## config.mk

```make
export PLATFORM = sky130hd
export DESIGN_NAME = bpu_top
export DESIGN_NICKNAME = d
export VERILOG_FILES = /design/src/design/bpu_pkg.sv /design/src/design/bht.sv /design/src/design/btb.sv /design/src/design/fetch_pc.sv /design/src/design/bpu_ctrl.sv /design/src/design/bpu_top.sv
export VERILOG_INCLUDE_DIRS = /design/src /design/src/design
export SDC_FILE = /design/constraint.sdc
export NUM_CORES = 1
export LEC_CHECK = 0
export ABC_AREA = 0
export BUFFER_PORTS_ARGS = -buffer_cell sky130_fd_sc_hd__buf_2
export CORE_MARGIN = 1
export CORE_UTILIZATION = 60
export CTS_BUF_LIST = sky130_fd_sc_hd__clkbuf_4 sky130_fd_sc_hd__clkbuf_8
export CTS_CLUSTER_DIAMETER = 150
export DETAILED_ROUTE_END_ITERATION = 10
export PLACE_DENSITY = 0.78
export SYNTH_ARGS = -nofsm -noshare
export SYNTH_HDL_FRONTEND = slang
export SYNTH_SLANG_ARGS = --single-unit
```

## constraint.sdc

```tcl
create_clock -name clk -period 5.2 [get_ports clk]
set_input_delay 0.26 -clock clk [delete_from_list [all_inputs] [get_ports clk]]
set_output_delay 0.26 -clock clk [all_outputs]
set_load 0.02 [all_outputs]
```

## src/design/bpu_params.svh

```systemverilog
// Branch prediction unit parameters.
// Sizes of the fetch address and of the prediction tables,
// and the fetch address after reset.

`ifndef BPU_PARAMS_SVH
`define BPU_PARAMS_SVH

//////////////////////////////
// Address sizing
//////////////////////////////
`define BPU_PC_WIDTH 16 // 16-bit fetch address.

// Index taken from PC bits 3:1, so 8 entries.
`define BPU_INDEX_BITS 3

//////////////////////////////
// Reset state
//////////////////////////////
`define BPU_RESET_PC 16'h0000 // First fetch address.

`endif // BPU_PARAMS_SVH

```

## src/design/bpu_pkg.sv

```systemverilog
// Branch prediction unit types.
// Fetch address, table index, BTB tag and the 2-bit counter state.

`include "bpu_params.svh"

package bpu_pkg;

  // Tag is the PC above the index, bit 0 is always zero.
  localparam int TAG_BITS = `BPU_PC_WIDTH - `BPU_INDEX_BITS - 1;

  typedef logic [`BPU_PC_WIDTH-1:0]   pc_t;    // Fetch address.
  typedef logic [`BPU_INDEX_BITS-1:0] index_t; // Table index, PC bits 3:1.
  typedef logic [TAG_BITS-1:0]        tag_t;   // BTB tag, 12 bits.

  //////////////////////////////
  // Saturating counter states
  //////////////////////////////
  // Upper bit set means predict taken.
  typedef enum logic [1:0] {
    strong_not_taken = 2'd0,
    weak_not_taken   = 2'd1,
    weak_taken       = 2'd2,
    strong_taken     = 2'd3
  } counter_t;

endpackage

```

## src/design/bht.sv

```systemverilog
// Branch history table.
// 8 entries of 2-bit saturating counters, read combinationally
// at the fetch index and written at the resolve index.

`timescale 1ns/100ps

`include "bpu_params.svh"

module bht (
  input  logic              clk,
  input  logic              rst,
  input  bpu_pkg::index_t   lookup_index,   // Index of the fetch PC.
  output bpu_pkg::counter_t lookup_counter, // Counter for the fetch PC.
  input  logic              update_en,      // Resolve of a branch in IF/ID.
  input  bpu_pkg::index_t   update_index,   // Index of the IF/ID PC.
  input  bpu_pkg::counter_t update_counter  // New state for that entry.
);

  localparam int ENTRIES = 1 << `BPU_INDEX_BITS; // 8 counters.

  //////////////////////////////
  // Counter storage
  //////////////////////////////
  bpu_pkg::counter_t counters [ENTRIES];

  // Every entry starts at strong not taken, so a cold
  // branch falls through until it has been taken twice.
  always_ff @(posedge clk) begin
    if (rst) begin
      for (int i = 0; i < ENTRIES; i++) begin
        counters[i] <= bpu_pkg::strong_not_taken;
      end
    end else if (update_en) begin
      counters[update_index] <= update_counter; // Step toward the outcome.
    end
  end

  //////////////////////////////
  // Lookup
  //////////////////////////////
  // Asynchronous read.
  // A write in the same cycle lands at the edge, so the
  // lookup still returns the old state here.
  assign lookup_counter = counters[lookup_index];

endmodule

```

## src/design/btb.sv

```systemverilog
// Branch target buffer.
// 8 entries, each holding a tag, a target and a valid bit.
// Lookup splits the fetch PC into index and tag and reports a hit
// only on a valid entry with a matching tag.

`timescale 1ns/100ps

`include "bpu_params.svh"

module btb (
  input  logic         clk,
  input  logic         rst,
  input  bpu_pkg::pc_t lookup_pc, // Fetch PC.
  output logic         hit,       // Valid entry, tag matches.
  output bpu_pkg::pc_t target,    // Stored target of that entry.
  input  logic         wen,       // Taken branch resolved.
  input  bpu_pkg::pc_t waddr_pc,  // PC of the resolved branch.
  input  bpu_pkg::pc_t wtarget    // Its actual target.
);

  localparam int ENTRIES = 1 << `BPU_INDEX_BITS; // 8 entries.

  //////////////////////////////
  // Storage
  //////////////////////////////
  bpu_pkg::tag_t tag_mem    [ENTRIES];
  bpu_pkg::pc_t  target_mem [ENTRIES];
  logic [ENTRIES-1:0] valid;             // Only the valid bits reset.

  //////////////////////////////
  // Address split
  //////////////////////////////
  bpu_pkg::index_t lookup_index;
  bpu_pkg::tag_t   lookup_tag;
  bpu_pkg::index_t write_index;
  bpu_pkg::tag_t   write_tag;

  assign lookup_index = lookup_pc[`BPU_INDEX_BITS:1];               // Bit 0 unused.
  assign lookup_tag   = lookup_pc[`BPU_PC_WIDTH-1:`BPU_INDEX_BITS+1];
  assign write_index  = waddr_pc[`BPU_INDEX_BITS:1];
  assign write_tag    = waddr_pc[`BPU_PC_WIDTH-1:`BPU_INDEX_BITS+1];

  //////////////////////////////
  // Write port
  //////////////////////////////
  always_ff @(posedge clk) begin
    if (rst) begin
      valid <= '0; // All entries empty.
    end else if (wen) begin
      valid[write_index] <= 1'b1;
    end
  end

  // Tag and target payload.
  always_ff @(posedge clk) begin
    if (wen) begin
      tag_mem[write_index]    <= write_tag;
      target_mem[write_index] <= wtarget;
    end
  end

  //////////////////////////////
  // Lookup
  //////////////////////////////
  // Combinational, sees the old contents during a write.
  assign hit    = valid[lookup_index] && (tag_mem[lookup_index] == lookup_tag);
  assign target = target_mem[lookup_index];

endmodule

```

## src/design/fetch_pc.sv

```systemverilog
// Fetch PC register.
// Picks the next fetch address each cycle: the corrected PC on
// a redirect, the predicted PC when not stalled, else holds.

`timescale 1ns/100ps

`include "bpu_params.svh"

module fetch_pc (
  input  logic         clk,
  input  logic         rst,
  input  logic         stall,        // Front end frozen.
  input  logic         redirect,     // Mispredict in decode.
  input  bpu_pkg::pc_t correct_pc,   // Resolved next address.
  input  bpu_pkg::pc_t predicted_pc, // Predicted next address.
  output bpu_pkg::pc_t pc            // Current fetch address.
);

  //////////////////////////////
  // Next PC select
  //////////////////////////////
  bpu_pkg::pc_t pc_next;

  always_comb begin
    if (redirect) begin
      pc_next = correct_pc;   // Misprediction wins.
    end else if (!stall) begin
      pc_next = predicted_pc; // Normal advance.
    end else begin
      pc_next = pc;           // Hold under back-pressure.
    end
  end

  //////////////////////////////
  // PC register
  //////////////////////////////
  always_ff @(posedge clk) begin
    if (rst) begin
      pc <= `BPU_RESET_PC;
    end else begin
      pc <= pc_next;
    end
  end

endmodule

```

## src/design/bpu_ctrl.sv

```systemverilog
// Branch prediction controller.
// Forms the fetch prediction, keeps the IF/ID prediction record,
// checks it against the decode resolve and drives the table
// updates and the fetch redirect.

`timescale 1ns/100ps

`include "bpu_params.svh"

module bpu_ctrl (
  input  logic              clk,
  input  logic              rst,
  input  logic              stall,
  input  logic              resolve_valid,  // IF/ID holds a branch.
  input  logic              actual_taken,
  input  bpu_pkg::pc_t      actual_target,
  input  bpu_pkg::pc_t      pc,             // Fetch PC.
  input  bpu_pkg::counter_t lookup_counter, // BHT state for pc.
  input  logic              btb_hit,
  input  bpu_pkg::pc_t      btb_target,
  output logic              predict_taken,
  output bpu_pkg::pc_t      predicted_pc,
  output logic              redirect,
  output bpu_pkg::pc_t      correct_pc,
  output logic              update_en,
  output bpu_pkg::index_t   update_index,
  output bpu_pkg::counter_t update_counter,
  output logic              btb_wen,
  output bpu_pkg::tag_t     btb_wtag,
  output bpu_pkg::pc_t      btb_wtarget
);

  localparam bpu_pkg::pc_t INSTR_BYTES = bpu_pkg::pc_t'(2); // 16-bit instructions.

  //////////////////////////////
  // Fetch prediction
  //////////////////////////////
  // Taken only if the counter says so and a target is known.
  assign predict_taken = lookup_counter[1] && btb_hit;
  assign predicted_pc  = predict_taken ? btb_target : pc + INSTR_BYTES;

  //////////////////////////////
  // IF/ID prediction record
  //////////////////////////////
  logic              ifid_valid;
  bpu_pkg::pc_t      ifid_pc;
  bpu_pkg::counter_t ifid_counter;
  logic              ifid_taken;
  bpu_pkg::pc_t      ifid_target;  // Target used if predicted taken.
  logic              resolve;

  always_ff @(posedge clk) begin
    if (rst) begin
      ifid_valid <= 1'b0;
    end else if (redirect) begin
      ifid_valid <= 1'b0;          // Wrong-path fetch is squashed.
    end else if (!stall) begin
      ifid_valid <= 1'b1;
    end
  end

  // Payload, no reset.
  always_ff @(posedge clk) begin
    if (!stall) begin
      ifid_pc      <= pc;
      ifid_counter <= lookup_counter;
      ifid_taken   <= predict_taken;
      ifid_target  <= btb_target;
    end
  end

  //////////////////////////////
  // Resolve and mispredict
  //////////////////////////////
  // Decode holds a resolve while stalled, so it only counts here when free.
  assign resolve = resolve_valid && ifid_valid && !stall;

  // Wrong direction, or right direction with a stale target.
  assign redirect = resolve &&
                    ((ifid_taken != actual_taken) ||
                     (ifid_taken && (ifid_target != actual_target)));
  assign correct_pc = actual_taken ? actual_target : ifid_pc + INSTR_BYTES;

  //////////////////////////////
  // Table updates
  //////////////////////////////
  // One step toward the outcome, saturating at both ends.
  always_comb begin
    case (ifid_counter)
      bpu_pkg::strong_not_taken:
        update_counter = actual_taken ? bpu_pkg::weak_not_taken : bpu_pkg::strong_not_taken;
      bpu_pkg::weak_not_taken:
        update_counter = actual_taken ? bpu_pkg::weak_taken : bpu_pkg::strong_not_taken;
      bpu_pkg::weak_taken:
        update_counter = actual_taken ? bpu_pkg::strong_taken : bpu_pkg::weak_not_taken;
      bpu_pkg::strong_taken:
        update_counter = actual_taken ? bpu_pkg::strong_taken : bpu_pkg::weak_taken;
      default:
        update_counter = bpu_pkg::strong_not_taken;
    endcase
  end

  assign update_en    = resolve;                          // Every resolve trains the BHT.
  assign update_index = ifid_pc[`BPU_INDEX_BITS:1];
  assign btb_wen      = resolve && actual_taken;          // Only taken branches fill the BTB.
  assign btb_wtag     = ifid_pc[`BPU_PC_WIDTH-1:`BPU_INDEX_BITS+1];
  assign btb_wtarget  = actual_target;

endmodule

```

## src/design/bpu_top.sv

```systemverilog
// Branch prediction and fetch-address unit.
// Fetch PC, BHT and BTB lookups, and the controller that checks
// predictions against the decode resolve.

`timescale 1ns/100ps

`include "bpu_params.svh"

module bpu_top (
  input  logic         clk,
  input  logic         rst,
  input  logic         stall,         // Back-pressure from the pipeline.
  input  logic         resolve_valid, // Decode resolved a branch.
  input  logic         actual_taken,
  input  bpu_pkg::pc_t actual_target,
  output bpu_pkg::pc_t pc,            // Fetch address.
  output logic         predict_taken, // Prediction for pc.
  output logic         redirect       // Mispredict, refetch from corrected PC.
);

  //////////////////////////////
  // Internal wires
  //////////////////////////////
  bpu_pkg::counter_t lookup_counter;
  logic              btb_hit;
  bpu_pkg::pc_t      btb_target;
  bpu_pkg::pc_t      predicted_pc;
  bpu_pkg::pc_t      correct_pc;
  logic              update_en;
  bpu_pkg::index_t   update_index;
  bpu_pkg::counter_t update_counter;
  logic              btb_wen;
  bpu_pkg::tag_t     btb_wtag;
  bpu_pkg::pc_t      btb_wtarget;

  bpu_ctrl u_ctrl (
    .clk, .rst, .stall, .resolve_valid, .actual_taken, .actual_target,
    .pc, .lookup_counter, .btb_hit, .btb_target,
    .predict_taken, .predicted_pc, .redirect, .correct_pc,
    .update_en, .update_index, .update_counter,
    .btb_wen, .btb_wtag, .btb_wtarget
  );

  fetch_pc u_fetch_pc (
    .clk, .rst, .stall, .redirect, .correct_pc, .predicted_pc, .pc
  );

  bht u_bht (
    .clk, .rst,
    .lookup_index   (pc[`BPU_INDEX_BITS:1]), // Same index bits as the BTB.
    .lookup_counter,
    .update_en, .update_index, .update_counter
  );

  // Write address rebuilt from the IF/ID tag and index, bit 0 is zero.
  btb u_btb (
    .clk, .rst,
    .lookup_pc (pc),
    .hit       (btb_hit),
    .target    (btb_target),
    .wen       (btb_wen),
    .waddr_pc  ({btb_wtag, update_index, 1'b0}),
    .wtarget   (btb_wtarget)
  );

endmodule

```

## Yosys cells after proc, flatten, opt, wreduce, memory -nomap -nowiden

Memory sizes are Yosys's and may differ from the RTL's. A register that Yosys moved wholly into a read port is not among the register bits.
Cells that the tools add are included.

| word-level totals | value |
|---|---|
| register bits after elaboration | 60 |
| bits in writable memories | 240 |
| bits of input ports | 21 |
| output and inout bits | 18 |
| word-level logic and storage cells | 65 |
| memories kept | 3 |

Memory list:

| memory | words | bits a word | rd ports | clocked after memory_dff | wr ports | RTL line | source |
|---|---|---|---|---|---|---|---|
| u_btb.target_mem | 8 | 16 | 1 | 1 | 1 | btb.sv:27 | `bpu_pkg::pc_t target_mem [ENTRIES];` |
| u_btb.tag_mem | 8 | 12 | 1 | 1 | 1 | btb.sv:26 | `bpu_pkg::tag_t tag_mem [ENTRIES];` |
| u_bht.counters | 8 | 2 | 1 | 1 | 8 | bht.sv:24 | `bpu_pkg::counter_t counters [ENTRIES];` |

| operators by class | value |
|---|---|
| add/sub/neg operators | 2 |
| magnitude comparators | 3 |
| eq/ne operators | 7 |
| muxes and demuxes | 29 |
| bitwise gates (word level) | 1 |
| reductions and logical operators | 13 |

Operators with widths:

| cell | count |
|---|---|
| 16-bit two-way mux | 4 |
| 16-bit by 2-bit adder with 16-bit output (second input constant) | 2 |
| 3-bit two-way mux | 7 |
| 16-bit inequality test | 1 |
| 12-bit equality test | 1 |
| 1-bit two-way mux | 12 |
| 1-bit logical AND | 8 |
| 3-bit by 4-bit less-than comparator with 1-bit output (second input constant) | 2 |
| 8-bit bitwise OR | 1 |
| 2-bit one-hot mux with 4 select lines | 1 |
| 2-bit two-way mux | 3 |
| 2-bit equality test (second input constant) | 2 |
| 2-bit OR reduction | 2 |
| 1-bit binary-select mux with 3-bit select | 1 |
| 1-bit demux with 3-bit select | 1 |
| 3-bit by 1-bit >= comparator with 1-bit output (second input constant) | 1 |
| 2-bit by 1-bit equality test with 1-bit output (second input constant) | 1 |
| 2-bit logical NOT | 1 |
| 2-bit by 1-bit inequality test with 1-bit output (second input constant) | 1 |
| 1-bit logical NOT | 1 |
| 1-bit logical OR | 1 |
| 1-bit inequality test | 1 |

## Logic depth before layout (Yosys ltp)

| depth | value |
|---|---|
| word-level depth | 9 |
| gate-level depth with buffers | 11 |
| gate-level depth less buffers | 8 |

## Hierarchy

Synthesis repeated with hierarchy kept, for this count alone.

| second synthesis, totals | value |
|---|---|
| cell total of the unflattened synthesis | 777 |
| area total of the unflattened synthesis | 12,901.1 um2 |

By module, submodules not included:

| module | times used | cells each | area each (um2) | seq. area each (um2) |
|---|---|---|---|---|
| btb | 1 | 402 | 8,918.6 | 6,886.6 |
| bpu_ctrl | 1 | 245 | 2,377.3 | 1,071.0 |
| fetch_pc | 1 | 71 | 805.8 | 320.3 |
| bht | 1 | 58 | 795.8 | 480.5 |
| bpu_top | 1 | 1 | 3.8 | 0.0 |

## Worst setup path before layout

No wires, ideal clock.

| timing | value |
|---|---|
| kind | input to register |
| start | in stall |
| end | mem u_btb.tag_mem[0][0] (netlist name), enable pin |
| library setup time | 0.450 ns |
| arrival time | 3.909 ns |
| required time | 4.750 ns |
| setup slack | 0.840 ns |
| stages on the path | 5 |
| path buffers | 1 |
| cells stage by stage | clkbuf_1 inv_1 nand3_1 or3_1 nor3_1 |

| on the way | value |
|---|---|
| cells in the longest elaborated chain, start to end | 5 |

Ends and longest elaborated chain:

| what | RTL line | source |
|---|---|---|
| from (decl) | bpu_top.sv:12 | `input logic stall,` |
| 1-bit logical NOT | - |  |
| 1-bit logical AND | bpu_ctrl.sv:76 | `assign resolve = resolve_valid && ifid_valid && !stall;` |
| 1-bit logical AND | bpu_ctrl.sv:105 | `assign btb_wen = resolve && actual_taken;` |
| 1-bit two-way mux | btb.sv:56 | `if (wen) begin` |
| 1-bit two-way mux (not written as such) | btb.sv:57 | `tag_mem[write_index] <= write_tag;` |
| to (decl) | btb.sv:26 |  |

No other way between the ends.

==> flow_summary.yaml <==
outcome:
  status: "finished, final reports clean"
sta:
  setup_viol: 0
  final.setup.tns_ns: 0
  drv_slew: 0
  finClkSkew_ns: 0.0243
  post-route-period-util_pct: 80.1
  period_minus_slack_ns: 4.16
  hold_violations: 0
  relSlewSlack_pct: 17.9
  fmax_mhz: 240
  worstMarginPinSlew_ns: 1.23
  grt_setup_unrepaired: "no"
synth:
  yosys-top-cells-area: "edfxtp_1, mux4_2, dfxtp_1"
  synthArstFlopShare_pct: 0
  yosysWarnings: 0
  ys.flop_type: "edfxtp_1"
  synth_top_cell_area_share_pct: 65.6
  synth_edf_count: 275
  ys_seq_elements: 303
  synth.avg_cell_area_um2: 17.5
  yosysUniqueCellTypes: 50
  synth_area_um2: 12600
  syn_inst: 718
  synth.most_common_cell: "edfxtp_1"
  yosysTopAreaCell: "edfxtp_1"
  synth_seq_area_share_pct: 70.0
  ys_top_cells_by_count: "edfxtp_1, mux4_2, nor2_1"
  syn-num-nets: 741
route:
  drcViolationCount: 0
  dr_total_vias: 6849
  routed_via_density: 6.29
  wl_per_cell_um: 25.0
  antenna_left: 0
  drt_wl_total_um: 27200
  dr.pass1.iters: 6
  drtIter0Drc: 611
cells_and_area:
  drive_above_1_share_pct: 27.0
  fin_nets: 804
  instances_no_fill: 1089
  antenna_cells: 0
  syn_to_final_growth_pct: 11.5
global_route:
  grt_first_pass_wirelength_um: 41900
  grt_max_degree: 46
  grt_usage_pct: 26.5
  antenna_found_initial: 0
  grt_pass1_vias: 7383
  globalRoute.totalOverflow: 0
setup_path:
  critPathLaunchType: "flop"
  path_class: "flop to output pin"
  required_ns: 4.94
  arrival_ns: 3.90
  critPathMaxFanout: 28
  cp-end-kind: "output pin"
cts:
  clock_tree.root_cell: "clkbuf_8"
  insertion_delay_ns: 0.57
  post_cts_buffers: 0
  clock_path_buffers: 3
  clk_pin_slew_ns: 0.06
  cts_made_buffers: 47
  cts_tree: "built"
  cts_sinks: 303
  htreeDepth: 2
placed_design:
  numPortBuffers: 38
  gp_congestion: 0.910
  post-place-cells: 1001
  dp_hpwl_um: 16800
power:
  powerDensity_nw_per_um2: 365
  vdd_drop_max_uv: 260
  p_leak_nw: 4.57
floorplan:
  die_w_um: 147
  start_util_pct: 61.6
  boundaryPins: 39
  dieArea_um2: 21600
  fp.dieH_um: 147
  coreArea_um2: 20400
  rows: 52
run:
  drv_cap: 0
min_path:
  worstHoldPathType: "input port to flop"
kinds of logic after synthesis:
| group | Yosys count | synth area share (%) |
|---|---|---|
| buffers and inverters | 48 | 1.82 |
| and+or+nand+nor | 147 | 6.14 |
| adders and majority gates | 3 | 0.278 |
| muxes | 116 | 15.4 |
| DFF | 303 | 70.0 |
| xor gates and xnor gates | 52 | 3.62 |
| AOI/OAI and AO/OA | 49 | 2.67 |
stage by stage:
stage / util (%) / power, mW / area, µm² / hold WS, ns / worst slack [ns]
final: 68.7 / 5.12 / 14000 / 0.0299 / 1.04
after global routing: 68.7 / 5.29 / 14000 / 0.0163 / 0.843
after CTS: 68.7 / 5.15 / 14000 / 0.00602 / 1.05
after detailed placement: 64.0 / 3.18 / 13100 / 0.457 / 1.61
after global placement: 64.0 / 3.17 / 13100 / 0.456 / 1.67
after floorplan: - / 3.06 / 12600 / 0.359 / 0.840
sequential cells by signal (all words and copies together) (netlist names), named ones only:
name,flops
u_ctrl.ifid_taken,1
u_ctrl.ifid_counter,2
u_btb.valid,8
u_ctrl.ifid_pc,16
u_btb.target_mem,128
u_ctrl.ifid_valid,1
u_bht.counters,16
u_fetch_pc.pc,16
u_ctrl.ifid_target,16
u_btb.tag_mem,96
layer usage:
metal  up-vias  global-route usage [%]  wire [µm]  share of wire [%]
li1       2977                       -          -                  -
met1      3466                    34.9      10800                 40
met2       327                    42.9      13300                 49
met3        79                    5.22       2050                7.5
met4         0                    12.3        961                3.5
met5         -                       0          0                  0
power breakdown:
part | internal [mW] | switching (mW) | leakage, nW | total (mW)
combinational | 0.161 | 0.189 | 1.29 | 0.350
sequential | 2.71 | 0.0778 | 2.77 | 2.78
clock | 1.10 | 0.889 | 0.511 | 1.99
total | 3.97 | 1.16 | 4.57 | 5.12
timing repair:
| item | in CTS | in global routing |
|---|---|---|
| hold endpoints to repair | 4 | 0 |
| resized for setup | 0 | 0 |
| hold buffers | 1 | 0 |
area by class of cell:
class / count / area, µm²
Clock buffer: 72 / 860
Clock inverter: 15 / 88.8
Multi-Input combinational cell: 367 / 3600
Sequential cell: 303 / 8820
Timing Repair Buffer: 50 / 283
Tap cell: 270 / 338
Fill cell: 1339 / 6390
Inverter: 12 / 45.0
worst max-delay path, stage by stage (launching register included):
cell and delay [ns]:
dfxtp_2 0.93, mux4_2 0.60, mux2i_1 0.20, xnor2_1 0.17, nand4_1 0.17, nor4_4 0.90, buf_2 0.34
layout by cell type, fill, tap and decap left out, types with 3 or more instances in the layout:
master,n
a21oi_1,10
a221o_1,8
a22oi_1,5
and3_1,5
and4_1,3
buf_2,38
buf_4,11
clkbuf_4,21
clkbuf_8,51
clkinv_1,11
clkinv_2,5
dfxtp_1,25
edfxtp_1,275
inv_1,10
mux2_2,20
mux2i_1,36
mux4_2,58
nand2_1,25
nand2b_1,10
nand3_1,15
nand4_1,11
nand4b_1,4
nor2_1,41
nor2_4,5
nor2b_1,3
nor3_1,5
nor3_2,3
nor4_1,3
o211ai_1,4
o21ai_0,12
or3_1,3
or4_1,3
xnor2_1,36
xor2_1,16
worst paths after layout:
path                     from                      to  slack, ns  cells past startpoint
min reg2reg    u_btb.valid[2]          u_btb.valid[2]       0.48                      2
max                      flop           predict_taken       1.04                      6
min          actual_target[5]  u_btb.target_mem[7][5]       0.03                      1
max reg2reg              flop                    flop       1.56                      7
Note: power is estimated with default switching activity, not from simulation.
